===== config.mk =====
export PLATFORM = sky130hd
export DESIGN_NAME = sdram_controller
export DESIGN_NICKNAME = d
export VERILOG_FILES = /design/src/sdram_pkg.sv /design/src/sdram_ifs.sv /design/src/sdram_bank_tracker.sv /design/src/sdram_controller.sv /design/src/sdram_refresh_timer.sv /design/src/sdram_request_queue.sv /design/src/sdram_sequencer.sv
export VERILOG_INCLUDE_DIRS = /design/src /design/src/src
export SDC_FILE = /design/constraint.sdc
export NUM_CORES = 1
export LEC_CHECK = 0
export BUFFER_PORTS_ARGS = -buffer_cell sky130_fd_sc_hd__buf_2
export CAP_MARGIN = 20
export CORE_ASPECT_RATIO = 0.8
export CORE_MARGIN = 2
export CORE_UTILIZATION = 25
export DETAILED_ROUTE_END_ITERATION = 12
export MAX_ROUTING_LAYER = met4
export PLACE_DENSITY_LB_ADDON = 0.3
export SLEW_MARGIN = 15
export SYNTH_ARGS = -nofsm -noshare
export SYNTH_HDL_FRONTEND = slang
export SYNTH_SLANG_ARGS = --single-unit
export TNS_END_PERCENT = 1

===== constraint.sdc =====
create_clock -name clk -period 3.9 [get_ports clk]
set_input_delay 0 -clock clk [delete_from_list [all_inputs] [get_ports clk]]
set_output_delay 0 -clock clk [all_outputs]
set_load 0.05 [all_outputs]

===== src/sdram_consts.svh =====
`ifndef SDRAM_CONSTS_SVH
`define SDRAM_CONSTS_SVH

// user address fields
`define SDRAM_ROW_W 13
`define SDRAM_BANK_W 2
`define SDRAM_COL_W 8
`define SDRAM_ADDR_W 23
`define SDRAM_DATA_W 32
`define SDRAM_BANKS 4
`define SDRAM_ROW_LSB 10
`define SDRAM_BANK_LSB 8

// extra wait cycles after each command
`define SDRAM_T_RP 2
`define SDRAM_T_RCD 2
`define SDRAM_T_RFC 6
`define SDRAM_T_WR 2
`define SDRAM_CAS_LATENCY 3

`define SDRAM_REFRESH_INTERVAL 750

// {cs, ras, cas, we}
`define SDRAM_CMD_NOP 4'b0111
`define SDRAM_CMD_ACTIVE 4'b0011
`define SDRAM_CMD_READ 4'b0101
`define SDRAM_CMD_WRITE 4'b0100
`define SDRAM_CMD_PRECHARGE 4'b0010
`define SDRAM_CMD_REFRESH 4'b0001
`define SDRAM_CMD_DESELECT 4'b1000

`endif


===== src/sdram_pkg.sv =====
`default_nettype none

`include "sdram_consts.svh"

package sdram_pkg;

    // column view of the address pins, used by read, write and precharge
    typedef struct packed {
        logic [1:0]              unused;
        // precharge all banks when set
        logic                    a10;
        logic [`SDRAM_COL_W-1:0] column;
        logic [1:0]              zero;
    } sdram_col_t;

    // address pins carry a row for activate, a column otherwise
    typedef union packed {
        logic [`SDRAM_ROW_W-1:0] row;
        sdram_col_t              col;
    } sdram_addr_u;

endpackage

`default_nettype wire


===== src/sdram_ifs.sv =====
`default_nettype none

`include "sdram_consts.svh"

// one pending user request, handed over on valid and take
interface sdram_req_if;
    logic                     valid;
    logic                     rw;
    logic [`SDRAM_ADDR_W-1:0] addr;
    logic [`SDRAM_DATA_W-1:0] wdata;
    logic                     take;

    modport queue (output valid, rw, addr, wdata, input take);
    modport sequencer (input valid, rw, addr, wdata, output take);
endinterface

// open-row lookup and update strobes
interface sdram_bank_if;
    logic [`SDRAM_BANK_W-1:0] bank;
    logic [`SDRAM_ROW_W-1:0]  row;
    logic                     activate;
    logic                     precharge;
    logic                     precharge_all;
    logic                     row_hit;
    logic                     bank_open;

    modport sequencer (
        output bank, row, activate, precharge, precharge_all,
        input  row_hit, bank_open
    );
    modport tracker (
        input  bank, row, activate, precharge, precharge_all,
        output row_hit, bank_open
    );
endinterface

`default_nettype wire


===== src/sdram_bank_tracker.sv =====
`default_nettype none

`include "sdram_consts.svh"

module sdram_bank_tracker (
    input  logic         clk,
    input  logic         rst,
    sdram_bank_if.tracker bank
);
    logic [`SDRAM_BANKS-1:0] open_q;
    logic [`SDRAM_ROW_W-1:0] row_q [`SDRAM_BANKS];

    // lookup is combinational on the requested bank
    assign bank.bank_open = open_q[bank.bank];
    assign bank.row_hit   = open_q[bank.bank] && (row_q[bank.bank] == bank.row);

    always_ff @(posedge clk) begin
        if (rst) begin
            open_q <= '0;
        end else begin
            if (bank.precharge) begin
                if (bank.precharge_all) begin
                    open_q <= '0;
                end else begin
                    open_q[bank.bank] <= 1'b0;
                end
            end
            if (bank.activate) begin
                open_q[bank.bank] <= 1'b1;
            end
        end
    end

    // row number of the open page
    always_ff @(posedge clk) begin
        if (bank.activate) begin
            row_q[bank.bank] <= bank.row;
        end
    end

    // sequencer must close a bank before opening another row in it
    a_no_activate_open: assert property (@(posedge clk) disable iff (rst)
        bank.activate |-> !bank.bank_open);

endmodule

`default_nettype wire


===== src/sdram_controller.sv =====
`default_nettype none

`include "sdram_consts.svh"

module sdram_controller (
    input  logic                     clk,
    input  logic                     rst,
    input  logic [`SDRAM_ADDR_W-1:0] user_addr,
    input  logic                     rw,
    input  logic [`SDRAM_DATA_W-1:0] data_in,
    input  logic                     in_valid,
    input  logic [`SDRAM_DATA_W-1:0] sdram_dqi,
    output logic                     busy,
    output logic [`SDRAM_DATA_W-1:0] data_out,
    output logic                     out_valid,
    output logic                     sdram_cke,
    output logic                     sdram_cs,
    output logic                     sdram_ras,
    output logic                     sdram_cas,
    output logic                     sdram_we,
    output logic [`SDRAM_BANK_W-1:0] sdram_ba,
    output logic [`SDRAM_ROW_W-1:0]  sdram_a,
    output logic [`SDRAM_DATA_W-1:0] sdram_dqo,
    output logic                     sdram_dq_oe
);
    logic refresh_pending;
    logic refresh_ack;

    sdram_req_if  req_if ();
    sdram_bank_if bank_if ();

    sdram_request_queue i_request_queue (
        .clk       (clk),
        .rst       (rst),
        .user_addr (user_addr),
        .rw        (rw),
        .data_in   (data_in),
        .in_valid  (in_valid),
        .busy      (busy),
        .req       (req_if.queue)
    );

    sdram_refresh_timer i_refresh_timer (
        .clk             (clk),
        .rst             (rst),
        .refresh_ack     (refresh_ack),
        .refresh_pending (refresh_pending)
    );

    sdram_bank_tracker i_bank_tracker (
        .clk  (clk),
        .rst  (rst),
        .bank (bank_if.tracker)
    );

    sdram_sequencer i_sequencer (
        .clk             (clk),
        .rst             (rst),
        .refresh_pending (refresh_pending),
        .sdram_dqi       (sdram_dqi),
        .refresh_ack     (refresh_ack),
        .data_out        (data_out),
        .out_valid       (out_valid),
        .sdram_cke       (sdram_cke),
        .sdram_cs        (sdram_cs),
        .sdram_ras       (sdram_ras),
        .sdram_cas       (sdram_cas),
        .sdram_we        (sdram_we),
        .sdram_ba        (sdram_ba),
        .sdram_a         (sdram_a),
        .sdram_dqo       (sdram_dqo),
        .sdram_dq_oe     (sdram_dq_oe),
        .req             (req_if.sequencer),
        .bank            (bank_if.sequencer)
    );

endmodule

`default_nettype wire


===== src/sdram_refresh_timer.sv =====
`default_nettype none

`include "sdram_consts.svh"

module sdram_refresh_timer (
    input  logic clk,
    input  logic rst,
    input  logic refresh_ack,
    output logic refresh_pending
);
    localparam int CNT_W = $clog2(`SDRAM_REFRESH_INTERVAL);

    logic [CNT_W-1:0] count_q;
    logic             pending_q;
    logic             wrap;

    assign wrap = (count_q == CNT_W'(`SDRAM_REFRESH_INTERVAL - 1));

    always_ff @(posedge clk) begin
        if (rst) begin
            count_q   <= '0;
            pending_q <= 1'b0;
        end else begin
            count_q <= wrap ? '0 : count_q + 1'b1;
            // a new interval wins over an ack in the same cycle
            if (wrap) begin
                pending_q <= 1'b1;
            end else if (refresh_ack) begin
                pending_q <= 1'b0;
            end
        end
    end

    assign refresh_pending = pending_q;

endmodule

`default_nettype wire


===== src/sdram_request_queue.sv =====
`default_nettype none

`include "sdram_consts.svh"

module sdram_request_queue (
    input  logic                     clk,
    input  logic                     rst,
    input  logic [`SDRAM_ADDR_W-1:0] user_addr,
    input  logic                     rw,
    input  logic [`SDRAM_DATA_W-1:0] data_in,
    input  logic                     in_valid,
    output logic                     busy,
    sdram_req_if.queue               req
);
    logic                     full_q;
    logic                     capture;
    logic                     rw_q;
    logic [`SDRAM_ADDR_W-1:0] addr_q;
    logic [`SDRAM_DATA_W-1:0] data_q;

    // requests arriving while full are dropped
    assign capture = in_valid && !full_q;

    always_ff @(posedge clk) begin
        if (rst) begin
            full_q <= 1'b0;
        end else if (capture) begin
            full_q <= 1'b1;
        end else if (req.take) begin
            full_q <= 1'b0;
        end
    end

    always_ff @(posedge clk) begin
        if (capture) begin
            rw_q   <= rw;
            addr_q <= user_addr;
            data_q <= data_in;
        end
    end

    assign busy      = full_q;
    assign req.valid = full_q;
    assign req.rw    = rw_q;
    assign req.addr  = addr_q;
    assign req.wdata = data_q;

    // sequencer only takes a held request
    a_take_when_full: assert property (@(posedge clk) disable iff (rst)
        req.take |-> full_q);

endmodule

`default_nettype wire


===== src/sdram_sequencer.sv =====
`default_nettype none

`include "sdram_consts.svh"

module sdram_sequencer
    import sdram_pkg::*;
(
    input  logic                     clk,
    input  logic                     rst,
    input  logic                     refresh_pending,
    input  logic [`SDRAM_DATA_W-1:0] sdram_dqi,
    output logic                     refresh_ack,
    output logic [`SDRAM_DATA_W-1:0] data_out,
    output logic                     out_valid,
    output logic                     sdram_cke,
    output logic                     sdram_cs,
    output logic                     sdram_ras,
    output logic                     sdram_cas,
    output logic                     sdram_we,
    output logic [`SDRAM_BANK_W-1:0] sdram_ba,
    output logic [`SDRAM_ROW_W-1:0]  sdram_a,
    output logic [`SDRAM_DATA_W-1:0] sdram_dqo,
    output logic                     sdram_dq_oe,
    sdram_req_if.sequencer           req,
    sdram_bank_if.sequencer          bank
);
    localparam logic [2:0] ST_IDLE      = 3'd0;
    localparam logic [2:0] ST_PRECHARGE = 3'd1;
    localparam logic [2:0] ST_ACTIVATE  = 3'd2;
    localparam logic [2:0] ST_READ      = 3'd3;
    localparam logic [2:0] ST_READ_CAP  = 3'd4;
    localparam logic [2:0] ST_WRITE     = 3'd5;
    localparam logic [2:0] ST_REFRESH   = 3'd6;
    localparam logic [2:0] ST_WAIT      = 3'd7;

    logic [2:0]               state_q, state_d;
    logic [2:0]               ret_q, ret_d;
    logic [3:0]               wait_q, wait_d;
    logic                     pre_all_q;
    logic                     op_rw;
    logic [`SDRAM_ADDR_W-1:0] op_addr;
    logic [`SDRAM_DATA_W-1:0] op_wdata;
    logic [`SDRAM_BANK_W-1:0] op_bank;
    logic [`SDRAM_ROW_W-1:0]  op_row;
    logic [3:0]               cmd_q, cmd_d;
    logic [`SDRAM_BANK_W-1:0] ba_q, ba_d;
    sdram_addr_u              a_q, a_d;
    logic [`SDRAM_DATA_W-1:0] dqo_q;
    logic                     oe_q, oe_d;
    logic                     cke_q;
    logic                     out_valid_q;
    logic [`SDRAM_DATA_W-1:0] data_q;

    assign op_bank = op_addr[`SDRAM_BANK_LSB +: `SDRAM_BANK_W];
    assign op_row  = op_addr[`SDRAM_ROW_LSB +: `SDRAM_ROW_W];

    // idle looks up the queued request, later states the latched one
    assign bank.bank = (state_q == ST_IDLE) ?
                       req.addr[`SDRAM_BANK_LSB +: `SDRAM_BANK_W] : op_bank;
    assign bank.row  = (state_q == ST_IDLE) ?
                       req.addr[`SDRAM_ROW_LSB +: `SDRAM_ROW_W] : op_row;
    assign bank.precharge_all = pre_all_q;

    always_comb begin
        state_d        = state_q;
        ret_d          = ret_q;
        wait_d         = wait_q;
        cmd_d          = `SDRAM_CMD_NOP;
        ba_d           = '0;
        a_d            = '0;
        oe_d           = 1'b0;
        refresh_ack    = 1'b0;
        req.take       = 1'b0;
        bank.activate  = 1'b0;
        bank.precharge = 1'b0;
        case (state_q)
            ST_IDLE: begin
                // refresh first, then the queued request
                if (refresh_pending) begin
                    refresh_ack = 1'b1;
                    state_d     = ST_PRECHARGE;
                    ret_d       = ST_REFRESH;
                end else if (req.valid) begin
                    req.take = 1'b1;
                    if (bank.row_hit) begin
                        state_d = req.rw ? ST_WRITE : ST_READ;
                    end else if (bank.bank_open) begin
                        state_d = ST_PRECHARGE;
                        ret_d   = ST_ACTIVATE;
                    end else begin
                        state_d = ST_ACTIVATE;
                    end
                end
            end
            ST_PRECHARGE: begin
                cmd_d          = `SDRAM_CMD_PRECHARGE;
                a_d.col.a10    = pre_all_q;
                ba_d           = op_bank;
                bank.precharge = 1'b1;
                wait_d         = 4'(`SDRAM_T_RP);
                state_d        = ST_WAIT;
            end
            ST_ACTIVATE: begin
                cmd_d         = `SDRAM_CMD_ACTIVE;
                a_d.row       = op_row;
                ba_d          = op_bank;
                bank.activate = 1'b1;
                wait_d        = 4'(`SDRAM_T_RCD);
                ret_d         = op_rw ? ST_WRITE : ST_READ;
                state_d       = ST_WAIT;
            end
            ST_READ: begin
                cmd_d          = `SDRAM_CMD_READ;
                a_d.col.column = op_addr[`SDRAM_COL_W-1:0];
                ba_d           = op_bank;
                // land in capture when the data is on dqi
                wait_d         = 4'(`SDRAM_CAS_LATENCY - 1);
                ret_d          = ST_READ_CAP;
                state_d        = ST_WAIT;
            end
            ST_READ_CAP: begin
                state_d = ST_IDLE;
            end
            ST_WRITE: begin
                cmd_d          = `SDRAM_CMD_WRITE;
                a_d.col.column = op_addr[`SDRAM_COL_W-1:0];
                ba_d           = op_bank;
                oe_d           = 1'b1;
                // the idle cycle counts as one of the NOPs
                wait_d         = 4'(`SDRAM_T_WR - 1);
                ret_d          = ST_IDLE;
                state_d        = ST_WAIT;
            end
            ST_REFRESH: begin
                cmd_d   = `SDRAM_CMD_REFRESH;
                wait_d  = 4'(`SDRAM_T_RFC - 1);
                ret_d   = ST_IDLE;
                state_d = ST_WAIT;
            end
            default: begin
                if (wait_q == '0) begin
                    state_d = ret_q;
                end else begin
                    wait_d = wait_q - 1'b1;
                end
            end
        endcase
    end

    always_ff @(posedge clk) begin
        if (rst) begin
            state_q     <= ST_IDLE;
            ret_q       <= ST_IDLE;
            wait_q      <= '0;
            pre_all_q   <= 1'b0;
            cmd_q       <= `SDRAM_CMD_NOP;
            oe_q        <= 1'b0;
            cke_q       <= 1'b0;
            out_valid_q <= 1'b0;
        end else begin
            state_q     <= state_d;
            ret_q       <= ret_d;
            wait_q      <= wait_d;
            cmd_q       <= cmd_d;
            oe_q        <= oe_d;
            cke_q       <= 1'b1;
            out_valid_q <= (state_q == ST_READ_CAP);
            if (refresh_ack) begin
                pre_all_q <= 1'b1;
            end else if (req.take) begin
                pre_all_q <= 1'b0;
            end
        end
    end

    always_ff @(posedge clk) begin
        ba_q  <= ba_d;
        a_q   <= a_d;
        dqo_q <= op_wdata;
        if (req.take) begin
            op_rw    <= req.rw;
            op_addr  <= req.addr;
            op_wdata <= req.wdata;
        end
        if (state_q == ST_READ_CAP) begin
            data_q <= sdram_dqi;
        end
    end

    assign sdram_cke   = cke_q;
    assign sdram_cs    = cmd_q[3];
    assign sdram_ras   = cmd_q[2];
    assign sdram_cas   = cmd_q[1];
    assign sdram_we    = cmd_q[0];
    assign sdram_ba    = ba_q;
    assign sdram_a     = a_q;
    assign sdram_dqo   = dqo_q;
    assign sdram_dq_oe = oe_q;
    assign data_out    = data_q;
    assign out_valid   = out_valid_q;

    // refresh start shows up as a precharge of all banks with pin A10 high
    a_ack_precharge_all: assert property (@(posedge clk) disable iff (rst)
        $past(refresh_ack, 2) |-> cmd_q == `SDRAM_CMD_PRECHARGE && sdram_a[10]);

    // read and write only go to the row the tracker holds open
    a_access_open_row: assert property (@(posedge clk) disable iff (rst)
        (state_q == ST_READ || state_q == ST_WRITE) |-> bank.row_hit);

endmodule

`default_nettype wire

==> impl_results.md <==
* Outcome: complete, no violations
* Most frequent cell after synthesis: edfxtp_1
* Post-DR wirelength/cell at between 15 and 20 µm
* # clock sinks at 276
* Power per cell area at between 700 and 800 nW/µm²
* Maximum root-to-sink buffer count at 3
* Final setup fails at 0
* Final worst-path cycle share at between 90% and 100%
* CORE AREA at 38200 µm²
* Fin. max-slew vios at 0
* Crit-path max FO at 10
* Die height at ~180 µm
* FILL cells at roughly 3700
* Mapped cell area at 9669 µm²
* Antenna violations before repair at 0
* Reg-to-Reg Start: i_sequencer.state_q[0]
* LEAKAGE at 5.012 nW
* Ys Warns at 0
* Dominant cell type by area after synthesis: edfxtp_1
* Vias in the first global route at 6221
* Number of top-level pins at 178
* Total CTS buffers at 29
* Top cells by count, synth: edfxtp_1, dfxtp_1, nand2_1
* Worst-Skew Late Latency at around 0.56 ns
* Die X at roughly 220 µm
* Total wire length at approximately 23000 µm
* H-Tree Depth at 1
* Placer Congestion at 0.8122
* Setup_tns at 0 ns
* Layout Skew at slightly below 0.008 ns
* GRT Util Overall at 11.70%
* Worst slew pin tran at ~1.1 ns
* Distinct cells, synth at 56
* Critical path depth at 8
* Final hold viol count at 0
* Worst setup SP type: flip-flop
* Register area share after synthesis at between 70 and 80%
* Cell with the most instances on the worst path: buf_4
* Hold Path Class: input pin to flip-flop
* Cells on worst reg2reg path at 8
* # diodes at 0
* Post-Synthesis Net Count at 725
* CP Capture Type: flip-flop
* Hold depth at 2
* Nets at 1020
* Async SR Flop Fraction at 0%
* Area growth syn-to-layout at 35.18%
* DIE AREA at 40280 µm²
* Max Cap Violations at 0
* Critical path's largest stage delay at 0.58 ns
* Max_slew headroom at about 28%
* Setup CP Type: flip-flop to flip-flop
* Commonest register cell after synthesis: edfxtp_1
* Port Buffers at between 150 and 200
* Post-route ant nets at 0
* Worst Path Buf+Inv at 2
* Final min period at around 3.5 ns
* Hold slack at around 0.14 ns
* Hold EP: i_request_queue.req.wdata[19]
* Fraction of layout cells with a size suffix above 1 at 26.87%
* Synthesized area per cell at between 15 and 20 µm²
* CTS root buffer: clkbuf_16
* Critical path required time at ~4.4 ns
* CP Cell Sequence: or3_1 > buf_4 > mux2_2 > a2111oi_0 > buf_4 > o2bb2a_4 > or4_4 > o41ai_2
* Min-delay src: data_in[19]
* Area after DPL at ~11000 µm²
* Worst reg2reg setup slack at between 0.3 and 0.4 ns
* Worst R2R End: i_sequencer.state_q[1]
* Area share of the largest cell type after synthesis at 60.87%
* Final instance area at between 10000 and 15000 µm²
* Starting Density at 25.31%
* RSZ-0062 raised after global routing: false
* DR vias at between 6000 and 7000
* Max IR drop VDD at 450.4 µV
* GRT overflow at 0
* FF+latch count, synth at ~280
* Via density at around 4.2
* Top post-synthesis cells by area: edfxtp_1, dfxtp_1, mux2i_1
* Post-synthesis cell count at between 600 and 700
* EDFF count, synth at around 200
* Row Count at 64
* F_max at 282.6 MHz
* Largest net degree at the start of global routing at 56
* DRC errors left at 0
* Worst Path Arrival at approximately 4 ns
* First-pass GRT wire length at 35630 µm
* TritonRoute pass-1 iters at 4
* CTS tree: yes
* Crit-path leading delay family: simple AND/OR/NAND/NOR gates
* CP max-delay cell: dfxtp_1
* 1st-iter DRT viols at between 300 and 400
* Worst-path clk slew at around 0.070 ns
* Final HPWL DP at ~15000 µm
state kept, by name (all words and copies together) (netlist names):
| name | count |
|---|---|
| i_request_queue.req.rw | 1 |
| i_sequencer.op_addr | 23 |
| i_refresh_timer.count_q | 10 |
| i_sequencer.wait_q | 4 |
| i_sequencer.sdram_ba | 2 |
| i_sequencer.ret_q | 3 |
| i_sequencer.bank.precharge_all | 1 |
| i_sequencer.cmd_q | 3 |
| i_bank_tracker.row_q | 52 |
| i_sequencer.sdram_dqo | 32 |
| i_request_queue.req.addr | 23 |
| i_bank_tracker.open_q | 4 |
| i_sequencer.sdram_cke | 1 |
| i_sequencer.data_out | 32 |
| i_sequencer.op_wdata | 32 |
| i_sequencer.sdram_a | 13 |
| i_refresh_timer.refresh_pending | 1 |
| i_request_queue.busy | 1 |
| i_request_queue.req.wdata | 32 |
| i_sequencer.state_q | 3 |
| i_sequencer.op_rw | 1 |
| i_sequencer.sdram_dq_oe | 1 |
| i_sequencer.out_valid | 1 |
where the power goes:
group | internal [mW] | leakage, nW | switching, mW
Combinational | 0.871 | 2.09 | 1.98
Sequential | 3.78 | 2.48 | 0.198
Clock | 1.49 | 0.445 | 1.18
Total | 6.14 | 5.01 | 3.36
layout make-up:
type | count | area (µm²) | area share, %
flip-flops and latches | 276 | 7487 | 57.28
clock buffers | 35 | 769.5 | 5.887
multi-input cells | 317 | 2036 | 15.57
repair buffers | 285 | 1939 | 14.84
well taps | 495 | 619.3 | 4.738
clock inverters | 19 | 156.4 | 1.197
inverters | 17 | 63.81 | 0.4882
worst max path at each step:
| stage | start | end | slack (ns) |
|---|---|---|---|
| finish | i_sequencer.state_q[0] | i_sequencer.state_q[1] | 0.36 |
| CTS | i_sequencer.state_q[0] | i_sequencer.state_q[1] | 0.25 |
| detailed placement | i_sequencer.state_q[0] | i_sequencer.state_q[1] | 0.28 |
| global route | i_sequencer.state_q[0] | i_sequencer.state_q[1] | 0.06 |
| global placement | i_sequencer.state_q[0] | i_sequencer.state_q[1] | 0.33 |
| floorplan | i_request_queue.busy | i_request_queue.req.addr[0] | 0.22 |
through the flow:
stage | utilization [%] | setup WS, ns | std cells | power [mW]
floorplan | - | 0.2152 | 631 | 5.982
global placement | 29.41 | 0.3290 | 1299 | 6.804
detailed placement | 29.41 | 0.2762 | 1299 | 6.825
CTS | 34.22 | 0.2516 | 1444 | 9.606
global route | 34.22 | 0.06152 | 1444 | 10.00
finish | 34.22 | 0.3620 | 1444 | 9.504
timing repair:
item	in CTS	in global routing
buffers inserted	0	0
gates resized for setup	0	1
hold buffers	91	0
hold endpoints to repair	111	0
setup endpoints to repair	0	1
layout by cell type (no fill, tap or decap), drive strengths merged, types with 2 or more instances in the layout:
master,Yosys,final
mux2i,41,41
and3,4,4
ha,3,3
mux2,2,2
a21oi,23,23
xor2,9,9
o2111a,2,2
nand2,63,63
and2,9,9
mux4,2,2
a31oi,2,2
clkinvlp,0,4
o211ai,2,2
a21o,2,2
clkbuf,15,35
inv,16,18
dfxtp,80,80
nor2,36,36
o22ai,3,3
dlygate4sd3,0,91
xnor2,16,16
o21ai,23,23
or4,3,3
nor2b,5,5
nand3,18,18
or2,2,2
nor3,12,12
a211oi,2,2
a2111oi,3,3
nand4,5,5
nand2b,3,3
or3,4,4
buf,6,194
edfxtp,196,196
clkinv,1,13
cells by family after synthesis:
kind of cell / share of synthesized area [%]
DFF: 77.43
and+or+nand+nor: 8.204
AOI/OAI and AO/OA: 5.034
muxes: 4.943
buffers and inverters: 1.695
xor gates and xnor gates: 2.264
adders and majority gates: 0.3882
other: 0.03878
metal layers:
layer	part of all wire, %	vias to the layer above	global-route usage [%]
li1	-	2909	-
met1	47	2925	15.74
met2	43	229	17.38
met3	8.0	25	3.416
met4	1.7	0	2.747
met5	0	-	-
No activity file was read; power rests on OpenSTA's default activity.
